<file path="config.mk">
export PLATFORM = sky130hd
export DESIGN_NAME = branch_sys
export DESIGN_NICKNAME = d
export VERILOG_FILES = /design/src/branch_pkg.sv /design/src/bp_csr.sv /design/src/branch_sys.sv /design/src/branch_unit.sv /design/src/btb.sv /design/src/redirect_ctrl.sv
export SDC_FILE = /design/constraint.sdc
export NUM_CORES = 1
export LEC_CHECK = 0
export BUFFER_PORTS_ARGS = -buffer_cell sky130_fd_sc_hd__buf_4
export CORE_AREA = 2 2 389 295
export DETAILED_ROUTE_END_ITERATION = 12
export DIE_AREA = 0 0 391 297
export GPL_TIMING_DRIVEN = 0
export PLACE_DENSITY = 0.68
export SLEW_MARGIN = 30
export SYNTH_ARGS = -nofsm -noshare
export SYNTH_HDL_FRONTEND = slang
export SYNTH_SLANG_ARGS = --single-unit
</file>
<file path="constraint.sdc">
create_clock -name clk -period 5.9 [get_ports clk]
set_clock_uncertainty 0.1 [all_clocks]
set_input_delay 0.885 -clock clk [delete_from_list [all_inputs] [get_ports clk]]
set_output_delay 0.885 -clock clk [all_outputs]
set_load 0.02 [all_outputs]
</file>
<file path="src/branch_pkg.sv">
`default_nettype none

package branch_pkg;

    // Branch type encodings as in instruction bits 29:26
    typedef enum logic [3:0] {
        NONE = 4'b0000,
        JIRL = 4'b0011,
        B    = 4'b0100,
        BL   = 4'b0101,
        BEQ  = 4'b0110,
        BNE  = 4'b0111,
        BLT  = 4'b1000,
        BGE  = 4'b1001,
        BLTU = 4'b1010,
        BGEU = 4'b1011
    } br_type_e;

    // Branch target buffer geometry
    localparam int BTB_IDX_W = 4;                  // 16 entries
    localparam int BTB_TAG_W = 26;                 // pc[31:6]
    localparam int BTB_DEPTH = 1 << BTB_IDX_W;

    // Register map of the predictor control block
    localparam logic [31:0] REG_CTRL     = 32'h0;
    localparam logic [31:0] REG_BR_CNT   = 32'h4;
    localparam logic [31:0] REG_MISS_CNT = 32'h8;

    localparam int CTRL_PRED_EN = 0;               // Bit positions in REG_CTRL
    localparam int CTRL_CLEAR   = 1;

    // Branch record as seen by the execute stage
    typedef struct packed {
        logic        valid;
        br_type_e    br_type;
        logic [31:0] pc;
        logic [31:0] imm;
        logic [31:0] rdata1;
        logic [31:0] rdata2;
        logic        pred_taken;
        logic [31:0] pred_target;
    } ex_branch_t;

    typedef struct packed {
        logic        taken;
        logic [31:0] target;                       // pc + 4 when not taken
    } resolve_t;

    typedef struct packed {
        logic        valid;                        // Mispredict, fetch must restart
        logic [31:0] target;
        logic        train_en;
        logic [31:0] train_pc;
        logic [31:0] train_target;
        logic        resolved;                     // Statistics events
        logic        mispredict;
    } redirect_t;

    typedef struct packed {
        logic        hit;
        logic [31:0] target;
    } fetch_pred_t;

    typedef struct packed {
        logic pred_en;
        logic clear;
    } bp_ctrl_t;

endpackage

`default_nettype wire

</file>
<file path="src/bp_csr.sv">
`timescale 1ns/1ps
`default_nettype none

module bp_csr (
    input  wire                        clk,
    input  wire                        rst,
    input  wire                        wb_cyc,
    input  wire                        wb_stb,
    input  wire                        wb_we,
    input  wire [31:0]                 wb_adr,
    input  wire [31:0]                 wb_dat_w,
    input  wire [3:0]                  wb_sel,
    output logic [31:0]                wb_dat_r,
    output logic                       wb_ack,
    input  wire branch_pkg::redirect_t redirect,
    output branch_pkg::bp_ctrl_t       ctrl
);

    logic        req;
    logic        wr_ctrl;
    logic [31:0] rd_data;

    logic        pred_en_q;
    logic        clear_q;
    logic [31:0] br_cnt_q;
    logic [31:0] miss_cnt_q;

    // New request only, master still holds stb during the ack cycle
    assign req     = wb_cyc && wb_stb && !wb_ack;
    assign wr_ctrl = req && wb_we && wb_sel[0] && (wb_adr == branch_pkg::REG_CTRL);

    always_ff @(posedge clk) begin
        if (rst) begin
            wb_ack <= 1'b0;
        end else begin
            wb_ack <= req;
        end
    end

    always_ff @(posedge clk) begin
        if (rst) begin
            pred_en_q <= 1'b1;                 // Prediction on out of reset
            clear_q   <= 1'b0;
        end else begin
            clear_q <= wr_ctrl && wb_dat_w[branch_pkg::CTRL_CLEAR];
            if (wr_ctrl) begin
                pred_en_q <= wb_dat_w[branch_pkg::CTRL_PRED_EN];
            end
        end
    end

    // Statistics, wrap at 2^32
    always_ff @(posedge clk) begin
        if (rst || clear_q) begin
            br_cnt_q   <= '0;
            miss_cnt_q <= '0;
        end else begin
            if (redirect.resolved) begin
                br_cnt_q <= br_cnt_q + 32'd1;
            end
            if (redirect.mispredict) begin
                miss_cnt_q <= miss_cnt_q + 32'd1;
            end
        end
    end

    always_comb begin
        rd_data = '0;                          // Unmapped offsets read zero
        case (wb_adr)
            branch_pkg::REG_CTRL:     rd_data[branch_pkg::CTRL_PRED_EN] = pred_en_q;
            branch_pkg::REG_BR_CNT:   rd_data = br_cnt_q;
            branch_pkg::REG_MISS_CNT: rd_data = miss_cnt_q;
            default:                  rd_data = '0;
        endcase
    end

    always_ff @(posedge clk) begin
        if (req) begin
            wb_dat_r <= rd_data;               // Valid while wb_ack high
        end
    end

    assign ctrl.pred_en = pred_en_q;
    assign ctrl.clear   = clear_q;

endmodule

`default_nettype wire

</file>
<file path="src/branch_sys.sv">
`timescale 1ns/1ps
`default_nettype none

module branch_sys (
    input  wire                         clk,
    input  wire                         rst,
    input  wire branch_pkg::ex_branch_t ex,
    input  wire [31:0]                  fetch_pc,
    input  wire                         wb_cyc,
    input  wire                         wb_stb,
    input  wire                         wb_we,
    input  wire [31:0]                  wb_adr,
    input  wire [31:0]                  wb_dat_w,
    input  wire [3:0]                   wb_sel,
    output branch_pkg::redirect_t       redirect,
    output branch_pkg::fetch_pred_t     fetch_pred,
    output logic [31:0]                 wb_dat_r,
    output logic                        wb_ack
);

    branch_pkg::resolve_t res;
    branch_pkg::bp_ctrl_t ctrl;

    branch_unit u_branch_unit (
        .ex  (ex),
        .res (res)
    );

    redirect_ctrl u_redirect_ctrl (
        .clk      (clk),
        .rst      (rst),
        .ex       (ex),
        .res      (res),
        .redirect (redirect)
    );

    btb u_btb (
        .clk        (clk),
        .rst        (rst),
        .ctrl       (ctrl),
        .fetch_pc   (fetch_pc),
        .redirect   (redirect),
        .fetch_pred (fetch_pred)
    );

    bp_csr u_bp_csr (
        .clk      (clk),
        .rst      (rst),
        .wb_cyc   (wb_cyc),
        .wb_stb   (wb_stb),
        .wb_we    (wb_we),
        .wb_adr   (wb_adr),
        .wb_dat_w (wb_dat_w),
        .wb_sel   (wb_sel),
        .wb_dat_r (wb_dat_r),
        .wb_ack   (wb_ack),
        .redirect (redirect),
        .ctrl     (ctrl)
    );

endmodule

`default_nettype wire

</file>
<file path="src/branch_unit.sv">
`timescale 1ns/1ps
`default_nettype none

module branch_unit (
    input  wire branch_pkg::ex_branch_t ex,
    output branch_pkg::resolve_t        res
);

    logic        eq;
    logic        lt_s;
    logic        lt_u;
    logic [31:0] pc_rel;
    logic [31:0] reg_rel;
    logic [31:0] seq_pc;

    assign eq      = ex.rdata1 == ex.rdata2;
    assign lt_s    = $signed(ex.rdata1) < $signed(ex.rdata2);
    assign lt_u    = ex.rdata1 < ex.rdata2;
    assign pc_rel  = ex.pc + ex.imm;           // B, BL and conditional branches
    assign reg_rel = ex.rdata1 + ex.imm;       // JIRL only
    assign seq_pc  = ex.pc + 32'd4;

    always_comb begin
        res.taken  = 1'b0;                     // Fall through by default
        res.target = seq_pc;
        case (ex.br_type)
            branch_pkg::JIRL: begin
                res.taken  = 1'b1;
                res.target = reg_rel;
            end
            branch_pkg::B,
            branch_pkg::BL: begin
                res.taken  = 1'b1;
                res.target = pc_rel;
            end
            branch_pkg::BEQ: begin
                if (eq) begin
                    res.taken  = 1'b1;
                    res.target = pc_rel;
                end
            end
            branch_pkg::BNE: begin
                if (!eq) begin
                    res.taken  = 1'b1;
                    res.target = pc_rel;
                end
            end
            branch_pkg::BLT: begin
                if (lt_s) begin
                    res.taken  = 1'b1;
                    res.target = pc_rel;
                end
            end
            branch_pkg::BGE: begin
                if (!lt_s) begin
                    res.taken  = 1'b1;
                    res.target = pc_rel;
                end
            end
            branch_pkg::BLTU: begin
                if (lt_u) begin
                    res.taken  = 1'b1;
                    res.target = pc_rel;
                end
            end
            branch_pkg::BGEU: begin
                if (!lt_u) begin
                    res.taken  = 1'b1;
                    res.target = pc_rel;
                end
            end
            default: begin                     // NONE and unused codes
            end
        endcase
    end

endmodule

`default_nettype wire

</file>
<file path="src/btb.sv">
`timescale 1ns/1ps
`default_nettype none

module btb (
    input  wire                        clk,
    input  wire                        rst,
    input  wire branch_pkg::bp_ctrl_t  ctrl,
    input  wire [31:0]                 fetch_pc,
    input  wire branch_pkg::redirect_t redirect,
    output branch_pkg::fetch_pred_t    fetch_pred
);

    logic [branch_pkg::BTB_DEPTH-1:0] valid_q;
    logic [branch_pkg::BTB_TAG_W-1:0] tag_mem    [branch_pkg::BTB_DEPTH];
    logic [31:0]                      target_mem [branch_pkg::BTB_DEPTH];

    logic [branch_pkg::BTB_IDX_W-1:0] wr_idx;
    logic [branch_pkg::BTB_TAG_W-1:0] wr_tag;
    logic [branch_pkg::BTB_IDX_W-1:0] rd_idx;
    logic [branch_pkg::BTB_TAG_W-1:0] rd_tag;
    logic                             rd_match;

    logic        hit_q;
    logic [31:0] target_q;

    // pc[1:0] always zero, index just above it
    assign wr_idx = redirect.train_pc[branch_pkg::BTB_IDX_W+1:2];
    assign wr_tag = redirect.train_pc[31:branch_pkg::BTB_IDX_W+2];
    assign rd_idx = fetch_pc[branch_pkg::BTB_IDX_W+1:2];
    assign rd_tag = fetch_pc[31:branch_pkg::BTB_IDX_W+2];

    assign rd_match = valid_q[rd_idx] && (tag_mem[rd_idx] == rd_tag);

    // Entry valid bits, clear takes priority over training
    always_ff @(posedge clk) begin
        if (rst || ctrl.clear) begin
            valid_q <= '0;
        end else if (redirect.train_en) begin
            valid_q[wr_idx] <= 1'b1;
        end
    end

    always_ff @(posedge clk) begin
        if (redirect.train_en) begin
            tag_mem[wr_idx]    <= wr_tag;      // Overwrite on alias
            target_mem[wr_idx] <= redirect.train_target;
        end
    end

    // Registered lookup, old array contents at a write edge
    always_ff @(posedge clk) begin
        if (rst) begin
            hit_q <= 1'b0;
        end else begin
            hit_q <= ctrl.pred_en && rd_match;
        end
    end

    always_ff @(posedge clk) begin
        target_q <= target_mem[rd_idx];
    end

    assign fetch_pred.hit    = hit_q;
    assign fetch_pred.target = target_q;

endmodule

`default_nettype wire

</file>
<file path="src/redirect_ctrl.sv">
`timescale 1ns/1ps
`default_nettype none

module redirect_ctrl (
    input  wire                         clk,
    input  wire                         rst,
    input  wire branch_pkg::ex_branch_t ex,
    input  wire branch_pkg::resolve_t   res,
    output branch_pkg::redirect_t       redirect
);

    logic        dir_wrong;
    logic        tgt_wrong;
    logic        mispredict;
    logic [31:0] next_pc;

    logic        valid_q;
    logic        train_en_q;
    logic        resolved_q;
    logic        mispredict_q;
    logic [31:0] target_q;
    logic [31:0] train_pc_q;
    logic [31:0] train_target_q;

    assign dir_wrong  = res.taken != ex.pred_taken;
    assign tgt_wrong  = res.taken && ex.pred_taken && (res.target != ex.pred_target);
    assign mispredict = ex.valid && (dir_wrong || tgt_wrong);
    assign next_pc    = res.taken ? res.target : ex.pc + 32'd4;

    always_ff @(posedge clk) begin
        if (rst) begin
            valid_q      <= 1'b0;
            train_en_q   <= 1'b0;
            resolved_q   <= 1'b0;
            mispredict_q <= 1'b0;
        end else begin
            valid_q      <= mispredict;
            train_en_q   <= ex.valid && res.taken;   // Every taken branch trains
            resolved_q   <= ex.valid;
            mispredict_q <= mispredict;
        end
    end

    always_ff @(posedge clk) begin
        if (ex.valid) begin
            target_q       <= next_pc;
            train_pc_q     <= ex.pc;
            train_target_q <= res.target;
        end
    end

    assign redirect.valid        = valid_q;
    assign redirect.target       = target_q;
    assign redirect.train_en     = train_en_q;
    assign redirect.train_pc     = train_pc_q;
    assign redirect.train_target = train_target_q;
    assign redirect.resolved     = resolved_q;
    assign redirect.mispredict   = mispredict_q;

endmodule

`default_nettype wire

</file>
* After elaboration in Yosys (flattened, before gate mapping)
Memories as Yosys holds them, arrays and structs flattened. A register that Yosys moved wholly into a read port is not among the register bits.
Index checks and enable logic that the tools add are counted.
** Storage, ports and cells
- Flip-flop bits (word level) :: 215
- Bits in latches :: 0
- Bits in writable memories :: 928
- Memory bits (read-only) :: 0
- Output and inout bits :: 166
- Memories :: 2
** Cells by class
- $add $sub $neg :: 5
- $mul :: 0
- Div/mod/pow operators :: 0
- Magnitude comparators :: 5
- Equal/unequal tests :: 15
- Shifts and indexed selects :: 0
- Multiplexer cells :: 16
- Bitwise gates (word level) :: 1
- Reduce and logical (&&, ||, !) cells :: 18
** Memory list
- u_btb.target_mem :: words 16, width 32, read ports 1, clocked after memory_dff 1, write ports 1, line btb.sv:15 : logic [31:0] target_mem [branch_pkg::BTB_DEPTH];
- u_btb.tag_mem :: words 16, width 26, read ports 1, clocked after memory_dff 0, write ports 1, line btb.sv:14 : logic [branch_pkg::BTB_TAG_W-1:0] tag_mem [branch_pkg::BTB_DEPTH];
** Operators with widths (count)
- 33-bit case mux with 8 select lines :: 1
- 33-bit 2-to-1 mux :: 6
- 32-bit by 1-bit adder with 32-bit output, second input constant :: 2
- 32-bit adder :: 2
- 32-bit less-than comparator :: 2
- 31-bit case mux with 2 select lines :: 1
- 32-bit by 3-bit adder with 32-bit output, second input constant :: 1
- 32-bit by 3-bit equality test with 1-bit output, second input constant :: 1
- 32-bit equality test :: 1
- 32-bit by 4-bit equality test with 1-bit output, second input constant :: 1
- 32-bit logical NOT :: 1
- 32-bit 2-to-1 mux :: 1
- 32-bit != test :: 1
- 26-bit equality test :: 1
- 4-bit by 3-bit equality test with 1-bit output, second input constant :: 4
- 4-bit equality test, second input constant :: 4
- 16-bit bitwise OR :: 1
- 1-bit logical AND :: 13
- 4-bit by 5-bit less-than comparator with 1-bit output, second input constant :: 2
- 1-bit binary-select mux with 4-bit select :: 1
- 1-bit demux with 4-bit select :: 1
- 4-bit by 2-bit equality test with 1-bit output, second input constant :: 1
- 4-bit by 1-bit greater-or-equal comparator with 1-bit output, second input constant :: 1
- 1-bit 2-to-1 mux :: 4
- 5 further kinds :: 6

* Logic depth before layout (Yosys ltp)
Gate-level depths: netlist of the first run.
- Word-level depth :: 7
- Depth in mapped cells :: 24
- Mapped depth without buffers :: 20

* By module
From an unflattened synthesis of the first run, not the netlist that was laid out.
** Unflattened totals
- Cells, all modules :: 3128
- Area total of the unflattened synthesis :: 51107.8 sq um
** Modules (own cells, without submodules)
- btb :: times used 1, cells an instance 1576, area an instance 36983.0 sq um, seq. area each 28847.7 sq um
- branch_unit :: times used 1, cells an instance 764, area an instance 5256.3 sq um, seq. area each 0.0 sq um
- bp_csr :: times used 1, cells an instance 489, area an instance 4563.1 sq um, seq. area each 2302.2 sq um
- redirect_ctrl :: times used 1, cells an instance 299, area an instance 4305.4 sq um, seq. area each 2942.8 sq um

* Worst setup path after synthesis of the first run
Ideal clock, no wire load.
- Kind :: input -> register
- Start :: in ex[64] (netlist name)
- End :: reg u_redirect_ctrl.valid_q
- Setup time :: 119 ps
- Arrival time :: 5654 ps
- Data required time :: 5681 ps
- Setup slack :: 27 ps
- Stages on the path :: 24
- Cells stage by stage :: inv_1 ha_1 buf_4 nand4_4 nor2_1 a221o_1 o21ai_0 a31oi_1 nor2_2 nand2_1 inv_2 buf_2 buf_1 buf_1 ha_1 nor2_1 o21ai_0 a2111oi_0 o311a_1 nand4_1 or4_1 or4_1 nor4_2 nor2_1
** On the way
- Cells in the longest elaborated chain, start to end :: 7
- Elaborated cells between the ends (all ways) :: 16
** Ends and longest elaborated chain
- start, declared :: line branch_sys.sv:7 : input wire branch_pkg::ex_branch_t ex,
- 32-bit less-than comparator (tied with other cells) :: line branch_unit.sv:18 : assign lt_u = ex.rdata1 < ex.rdata2;
- 33-bit 2-to-1 mux (tied with other cells) :: line branch_unit.sv:67 : if (!lt_u) begin
- 33-bit case mux with 8 select lines * :: line branch_unit.sv:26 : case (ex.br_type)
- 32-bit != test or 1-bit logical AND (tied branches) :: line redirect_ctrl.sv:26 : assign tgt_wrong = res.taken && ex.pred_taken && (res.target != ex.pred_target);
- 1-bit logical AND :: line redirect_ctrl.sv:26
- 1-bit logical OR * :: line redirect_ctrl.sv:27 : assign mispredict = ex.valid && (dir_wrong || tgt_wrong);
- 1-bit logical AND * :: line redirect_ctrl.sv:27
- end signal, assigned :: line redirect_ctrl.sv:37 : valid_q <= mispredict;
- end, declared :: line redirect_ctrl.sv:17 : logic valid_q;
Every way passes the cells marked *; elsewhere a longest branch is shown, timed or not.
A chain may end at the register's enable or synchronous reset.

==> results of run 1 <==
==> metal layers <==
metal | track usage | share of wire | up-vias
met2 | 0.3896 | 0.44 | 1498
li1 | - | - | 13190
met3 | 0.06296 | 0.098 | 227
met4 | 0.07823 | 0.033 | 24
met1 | 0.3823 | 0.42 | 15790
met5 | 0 | 0.00086 | -
==> logic make-up after synthesis <==
kind of cell             count (synthesis)
AO/OA/AOI/OAI                          417
AND/OR/NAND/NOR                        587
buffers and inverters                  185
adder cells (fa/ha/maj)                100
multiplexers                           309
XOR/XNOR                               172
flip-flops                            1175
==> final timing paths <==
kind / start / endpoint / depth (start not counted)
setup / recovery: ex[96] / u_redirect_ctrl.valid_q / 19
hold / removal: rst / u_bp_csr.wb_ack / 2
setup reg to reg: u_btb.tag_mem[6][19] / u_btb.hit_q / 6
hold reg to reg: u_btb.valid_q[9] / u_btb.valid_q[9] / 2
==> timing repair <==
action                                  in CTS  in global routing
setup buffers                               16                  0
endpoints found under the setup margin       1                  1
hold buffers                                 0                  0
pin swaps                                   12                  4
resized for setup                           40                  3
==> worst max-delay path, cell delays in order <==
cell and delay [ps]:
buf_4 150, ha_1 300, buf_8 110, nand4_4 120
nor4_4 350, buf_12 180, buf_4 180, a21oi_2 80
a31oi_2 180, nand4_1 270, a221oi_1 390, buf_2 380
buf_2 380, o221ai_1 460, xor2_1 280, a2111oi_1 640
nand4_1 350, nor4_4 460, nor2_4 100
==> synthesized netlist by cell type, types with 7 or more instances <==
cell | instances | area (um2)
edfxtp_1 | 1056 | 31710
mux4_2 | 294 | 6621
nor2_1 | 166 | 623.1
nand2_1 | 128 | 480.5
dfxtp_1 | 119 | 2382
xor2_1 | 111 | 972.2
ha_1 | 98 | 1226
a21oi_1 | 94 | 470.5
clkbuf_1 | 78 | 292.8
o21ai_0 | 65 | 325.3
inv_1 | 63 | 236.5
xnor2_1 | 61 | 534.3
nand3_1 | 57 | 285.3
and3_1 | 40 | 250.2
nand4_1 | 39 | 244.0
nor3_1 | 33 | 165.2
a21o_1 | 32 | 240.2
a22o_1 | 32 | 280.3
buf_1 | 28 | 105.1
nand2b_1 | 22 | 137.6
a31oi_1 | 17 | 106.4
and2_1 | 17 | 106.4
nor4_1 | 17 | 106.4
o221ai_1 | 17 | 148.9
or3_1 | 17 | 106.4
mux2i_1 | 13 | 130.1
o211ai_1 | 13 | 97.59
a211oi_1 | 11 | 82.58
a221oi_1 | 11 | 96.34
o21a_1 | 11 | 82.58
o21bai_1 | 11 | 82.58
nor2b_1 | 10 | 62.56
and4_1 | 8 | 70.07
buf_2 | 8 | 40.04
o2111ai_1 | 8 | 70.07
a211o_1 | 7 | 61.31
a2bb2oi_1 | 7 | 61.31
or4_1 | 7 | 52.55
==> stage by stage <==
stage          area [um2]  total power, mW  std cells  TNS (ps)
2_1_floorplan       50280            10.95       2945         0
3_3_place_gp        55080            11.98       4810  -2367820
3_5_place_dp        57020            12.03       4911     -5361
4_1_cts             60950            19.11       5128         0
5_1_grt             61000            19.60       5134         0
6_report            61000            19.03       5135         0
==> flip-flops by register name, summed over array words and instances (netlist names) <==
signal                          cells
u_bp_csr.clear_q                    1
u_redirect_ctrl.train_en_q          1
u_btb.target_mem                  512
u_redirect_ctrl.resolved_q          1
u_redirect_ctrl.train_pc_q         32
u_bp_csr.br_cnt_q                  32
u_bp_csr.wb_ack                     1
u_bp_csr.miss_cnt_q                32
u_bp_csr.pred_en_q                  1
u_btb.valid_q                      16
u_btb.target_q                     32
u_btb.tag_mem                     416
u_redirect_ctrl.valid_q             1
u_bp_csr.wb_dat_r                  32
u_redirect_ctrl.target_q           32
u_btb.hit_q                         1
u_redirect_ctrl.train_target_q     32
==> cell type report <==
cell class                 count  area [um2]  share of cell area
clock buffer                 133        2868             0.04701
clock inverter                68       744.5             0.01220
buffer                       121       560.5            0.009189
multi-input combinational   1585       15760              0.2583
timing repair buffer         511        4880             0.07999
antenna                        7       17.52           0.0002872
sequential                  1175       34090              0.5589
tap                         1471        1841             0.03017
inverter                      64       240.2            0.003938
==> placed cells by master, fill, tap and decap left out, types with 92 or more instances in the layout <==
| cell | count |
|---|---|
| edfxtp_1 | 1056 |
| ha_1 | 98 |
| xor2_1 | 111 |
| mux4_2 | 294 |
| dfxtp_1 | 119 |
| nor2_1 | 152 |
| nand2_1 | 127 |
| a21oi_1 | 92 |
| buf_4 | 456 |
| clkbuf_16 | 109 |
==> report_power, final <==
group	internal [mW]	switching, mW
sequential	9.44	0.318
clock	3.97	3.14
combinational	0.865	1.29
==> impl_summary.txt, run 1 <==
----------------------------------------------------
[Synth]
  Post-Synthesis Net Count ... approximately 3300
  Syn avg cell area ... 17.07 um2
  Combinational family with the most area after synthesis ... multiplexers
  Fraction of registers with async set or reset after synthesis ... 0
  Post-synthesis cell area ... roughly 50000 um2
  Number of warnings printed during yosys synthesis ... 0
  Synthesized-area fraction occupied by ao, oa, aoi and oai cells ... 0.05903
  Number of distinct library cell variants in the gate-level netlist after synthesis ... between 90 and 100
  Post-synthesis sequential area ratio ... 0.6780
  Count of state elements after synthesis ... approximately 1200
  Adder-Cell Fraction of Synth Area ... 0.02518
  Commonest register cell after synthesis ... edfxtp_1
  Cell count after synthesis ... ~2900
  Post-Synth Simple-Gate Area ... 0.05845
  Post-synthesis share of cell area spent on xor and xnor gates ... 0.02996
  Proportion of synthesized area in mux cells ... 0.1347
  Count of flip-flops with a built-in enable after synthesis ... about 1100

[Timing]
  RSZ-0062 raised after global routing ... no
  Worst hold slack after final layout ... 282.0 ps
  Post-route clock period utilization ... 0.9843
  Relative slew slack ... 0.3080
  Hold violation count in the final report ... 0
  Fin crit period ... 5807 ps
  Max Clk Rate ... about 0.17 GHz
  Least-Margin Pin Slew ... 1038 ps
  Max-slew violation total from the final report ... 0
  Final setup margin ... a little over 90 ps
  Final setup violation count ... 0

[Detailed routing]
  WL/cell ... between 20 and 30 um
  Via count ... approximately 31000
  Post-detailed-route count of antenna-violating nets ... 0
  DR DRC count ... 0
  Detailed-router iteration count before antenna repair ... 6
  Total wire length ... between 150000 and 200000 um
  DR vias/cell ... 5.985
  Initial detailed-routing violation count ... approximately 3600

[Global routing]
  Via count of the first global-routing pass ... 29690
  Global-route wire length before repair ... about 220000 um
  Overflow left after global routing ... 0
  Pin count of the biggest net entering global routing ... 64
  Number of antenna violations at the first check in global routing ... 23
  Aggregate global-route resource usage ... 0.2614

[Setup path]
  CP Launch Type ... primary input
  Critical path start-end classification ... primary input to flop
  R2R Setup Slk ... between 2000 and 3000 ps
  Req. time, crit path ... around 6400 ps
  Crit Path Max Fanout ... 10
  Data arrival time at the worst-slack endpoint ... between 6000 and 7000 ps
  CP Capture Type ... flop

[Hold path]
  Min-Delay Path Class ... primary input to flop

[Run status]
  Outcome ... finished, final reports clean

[Placement]
  Worst setup slack after placement ... -2701 ps
  Global placement routability congestion ... roughly 0.95
  Hpwl dp ... between 100000 and 150000 um
  Port Buffers ... roughly 400

[Layout]
  Nets@finish ... 3937
  Number of filler cells placed in the layout ... 8823
  Post-Route Utilization ... 0.5424
  Synthesis-to-finish area growth ... 21.32%
  Share of layout cells above drive strength 1 ... 0.2981

[Clock tree]
  Clock tree from TritonCTS ... yes
  Clock transition time at the flip-flop clock pins of the worst setup and hold paths ... 60 ps
  H-Tree Level Count ... 3
  Total CTS buffers ... between 100 and 150
  Maximum buffer depth of the clock tree ... 3
  Clock root cell ... clkbuf_16
  Clk_lat worst skew ... 720 ps
  Sinks on Clock Net ... ~1200

[Die]
  # IOs ... around 440
  Starting density of the core ... 0.4471
  Cell row count ... 107
  Core ar. ... around 110000 um2
  DIE HEIGHT ... 297 um
  Die Area ... between 100000 and 150000 um2
  Die extent in x ... between 300 and 400 um

[Power and ir drop]
  IR Drop Worst-Case VDD ... between 0.2 and 0.3 mV
  P per Cell Area ... just over 300 nW/um2
  Lkg Pwr ... between 20 and 25 nW

[Run]
  Number of max-cap violations ... 0

----------------------------------------------------
(Power assumes the default switching activity.)
==> run 2: changes to the inputs <==
--- a/config.mk
+++ b/config.mk
@@ -6,11 +6,11 @@
 export NUM_CORES = 1
 export LEC_CHECK = 0
 export BUFFER_PORTS_ARGS = -buffer_cell sky130_fd_sc_hd__buf_4
-export CORE_AREA = 2 2 389 295
+export CORE_AREA = 2 2 413 313
 export DETAILED_ROUTE_END_ITERATION = 12
-export DIE_AREA = 0 0 391 297
+export DIE_AREA = 0 0 415 315
 export GPL_TIMING_DRIVEN = 0
-export PLACE_DENSITY = 0.68
+export PLACE_DENSITY = 0.62
 export SLEW_MARGIN = 30
 export SYNTH_ARGS = -nofsm -noshare
 export SYNTH_HDL_FRONTEND = slang
==> impl_summary.txt, run 2 (synthesis gave the netlist of run 1 again) <==
----------------------------------------------------
[Power and ir drop]
  Lkg Pwr ... between 20 and 25 nW
  Cell Int Power ... about 14 mW
  Register share of total power ... 0.512
  Net Sw Frac ... 0.2547
  IR Drop Worst-Case VDD ... around 0.25 mV
  P per Cell Area ... just over 300 nW/um2
  Net Sw Power ... around 5 mW
  Power share of the clock group ... 0.374
  Comb pwr share ... 0.114

[Detailed routing]
  Via count ... 30580
  Post-detailed-route count of antenna-violating nets ... 0
  Total wire length ... ~160000 um
  WL/cell ... around 29 um
  Initial detailed-routing violation count ... about 3600
  Detailed-router iteration count before antenna repair ... 5
  DR DRC count ... 0
  DR vias/cell ... around 5.7

[Timing]
  Setup TNS ... -8.209 ps
  Post-route clock period utilization ... 1.001
  Least-Margin Pin Slew ... around 980 ps
  Max-slew violation total from the final report ... 0
  Relative slew slack ... 0.3379
  Final setup margin ... -8.209 ps
  Max Clk Rate ... 0.1693 GHz
  RSZ-0062 raised after global routing ... no
  Hold violation count in the final report ... 0
  Final setup violation count ... 1
  Fin crit period ... a little under 6000 ps

[Clock tree]
  Clk_lat worst skew ... ~780 ps
  # hold bufs at CTS ... 0
  Total CTS buffers ... roughly 110
  Maximum buffer depth of the clock tree ... 3
  Clock transition time at the flip-flop clock pins of the worst setup and hold paths ... 90 ps
  Clock root cell ... clkbuf_16
  Clock tree from TritonCTS ... yes
  Sinks on Clock Net ... about 1200
  H-Tree Level Count ... 3

[Setup path]
  CP Capture Type ... flop
  Data arrival time at the worst-slack endpoint ... between 6000 and 7000 ps
  Most numerous cell on the critical path ... buf_2
  Largest incremental delay on the critical path ... ~600 ps
  Crit Path Max Fanout ... 10
  CP Launch Type ... primary input
  Cells along the critical path ... buf_4, ha_1, a21oi_1, o21ai_0, a2bb2oi_2, nand2_1, o2111ai_2, a221oi_1, buf_2, buf_2, o221ai_1, xor2_1, a2111oi_2, nand4_1, nor4_4, nor2_4
  Critical path start-end classification ... primary input to flop
  Slowest cell on crit path ... o21ai_0
  Req. time, crit path ... approximately 6400 ps

[Placement]
  Port Buffers ... between 300 and 400
  Global placement routability congestion ... approximately 0.93
  Hpwl dp ... roughly 120000 um

[Die]
  Starting density of the core ... 0.3952
  DIE HEIGHT ... about 320 um
  Die Area ... between 100000 and 150000 um2
  Core ar. ... 127200 um2
  Die extent in x ... 415 um
  Cell row count ... ~110
  # IOs ... 437

[Layout]
  Most common cell after layout, fill and taps aside ... edfxtp_1
  Post-Route Utilization ... 0.4829
  Register with the most flip-flops ... u_btb.target_mem
  Commonest non-fill, non-tap cells in the layout ... edfxtp_1 (1056), buf_4 (460), mux4_2 (294), nor2_1 (152), nand2_1 (127)
  Nets@finish ... ~4000
  Register Area ... roughly 34000 um2
  Area of combinational cells with multiple inputs ... 15800 um2
  Largest registers ... u_btb.target_mem (512), u_btb.tag_mem (416)
  Flip-flop count of the largest register, all copies and words added ... approximately 500
  Share of layout cells above drive strength 1 ... 0.3004
  Number of filler cells placed in the layout ... about 11000
  Synthesis-to-finish area growth ... 22.20%

[Global routing]
  Via count of the first global-routing pass ... roughly 30000
  Global-route wire length before repair ... about 220000 um
  Overflow left after global routing ... 0
  Pin count of the biggest net entering global routing ... 68
  Number of antenna violations at the first check in global routing ... 18
  Aggregate global-route resource usage ... 0.2368

[Run status]
  Outcome ... finished, violations left
  Violated checks ... negative setup slack

[Run]
  Number of max-cap violations ... 0

[Hold path]
  Min-Delay Path Class ... primary input to flop

----------------------------------------------------
-- run 2: changes by cell type in the layout (fill, tap and decap cells not counted), sizes merged --
cell,change
clkbuf,+2
diode,+10
clkinv,+9
buf,+8
inv,+1
clkinvlp,-1
bufinv,-4
-- run 2: timing repair --
action                                  CTS  global route
setup buffers                            15             2
endpoints found under the setup margin    2             1
pin swaps                                13             9
gates resized for setup                  46             5
-- run 2: worst max-delay path, delay by kind of cell --
kind | cells | cell delay, ps
adder cells (fa/ha/maj) | 1 | 300
buffers and inverters | 3 | 970
AND/OR/NAND/NOR | 4 | 1220
AO/OA/AOI/OAI | 7 | 2710
XOR/XNOR | 1 | 310
-- run 2: area by class of cell --
| cell class | instances | area share |
|---|---|---|
| buffer | 121 | 0.009408 |
| timing repair buffer | 516 | 0.08076 |
| antenna | 17 | 0.0006923 |
| clock inverter | 73 | 0.01079 |
| sequential | 1175 | 0.5548 |
| inverter | 64 | 0.003991 |
| multi-input combinational | 1585 | 0.2571 |
| tap | 1682 | 0.03425 |
| clock buffer | 138 | 0.04820 |
-- run 2: power by group through the flow --
stage	Clock, mW	Sequential [mW]	Combinational [mW]
finish	7.14	9.76	2.18
global route	7.57	9.79	2.29
floorplan	0	9.94	1.01
detailed placement	0	9.94	2.12
CTS	7.27	9.76	2.16
global placement	0	9.94	2.08
-- run 2: through the flow --
| stage | setup WS, ps | hold WS (ps) | instances | power (mW) | area [um2] |
|---|---|---|---|---|---|
| 3_3_place_gp | -5939 | 346.6 | 5021 | 12.01 | 55340 |
| 4_1_cts | 8.363 | 167.4 | 5352 | 19.19 | 61340 |
| 2_1_floorplan | 26.77 | 334.8 | 2945 | 10.95 | 50280 |
| 3_5_place_dp | -3262 | 353.6 | 5126 | 12.06 | 57390 |
| 5_1_grt | 57.86 | 193.2 | 5365 | 19.66 | 61430 |
| 6_report | -8.209 | 209.8 | 5371 | 19.08 | 61450 |
-- run 2: path summary, 6_finish.rpt --
check / from / endpoint / slack [ps] / depth (start not counted)
worst max-delay path: ex[82] / u_redirect_ctrl.valid_q / -8 / 16
worst min-delay path: rst / u_bp_csr.wb_ack / 210 / 2
worst max register to register: u_redirect_ctrl.train_en_q / u_btb.tag_mem[3][23] / 2880 / 9
worst min register to register: u_btb.valid_q[10] / u_btb.valid_q[10] / 370 / 2
-- run 2: metal layers --
layer / vias up / global-route usage / part of all wire
li1: 13230 / - / -
met1: 15760 / 0.3312 / 0.43
met2: 1334 / 0.3703 / 0.47
met3: 253 / 0.03980 / 0.066
met4: 8 / 0.09730 / 0.043
met5: - / 0 / 0.00028
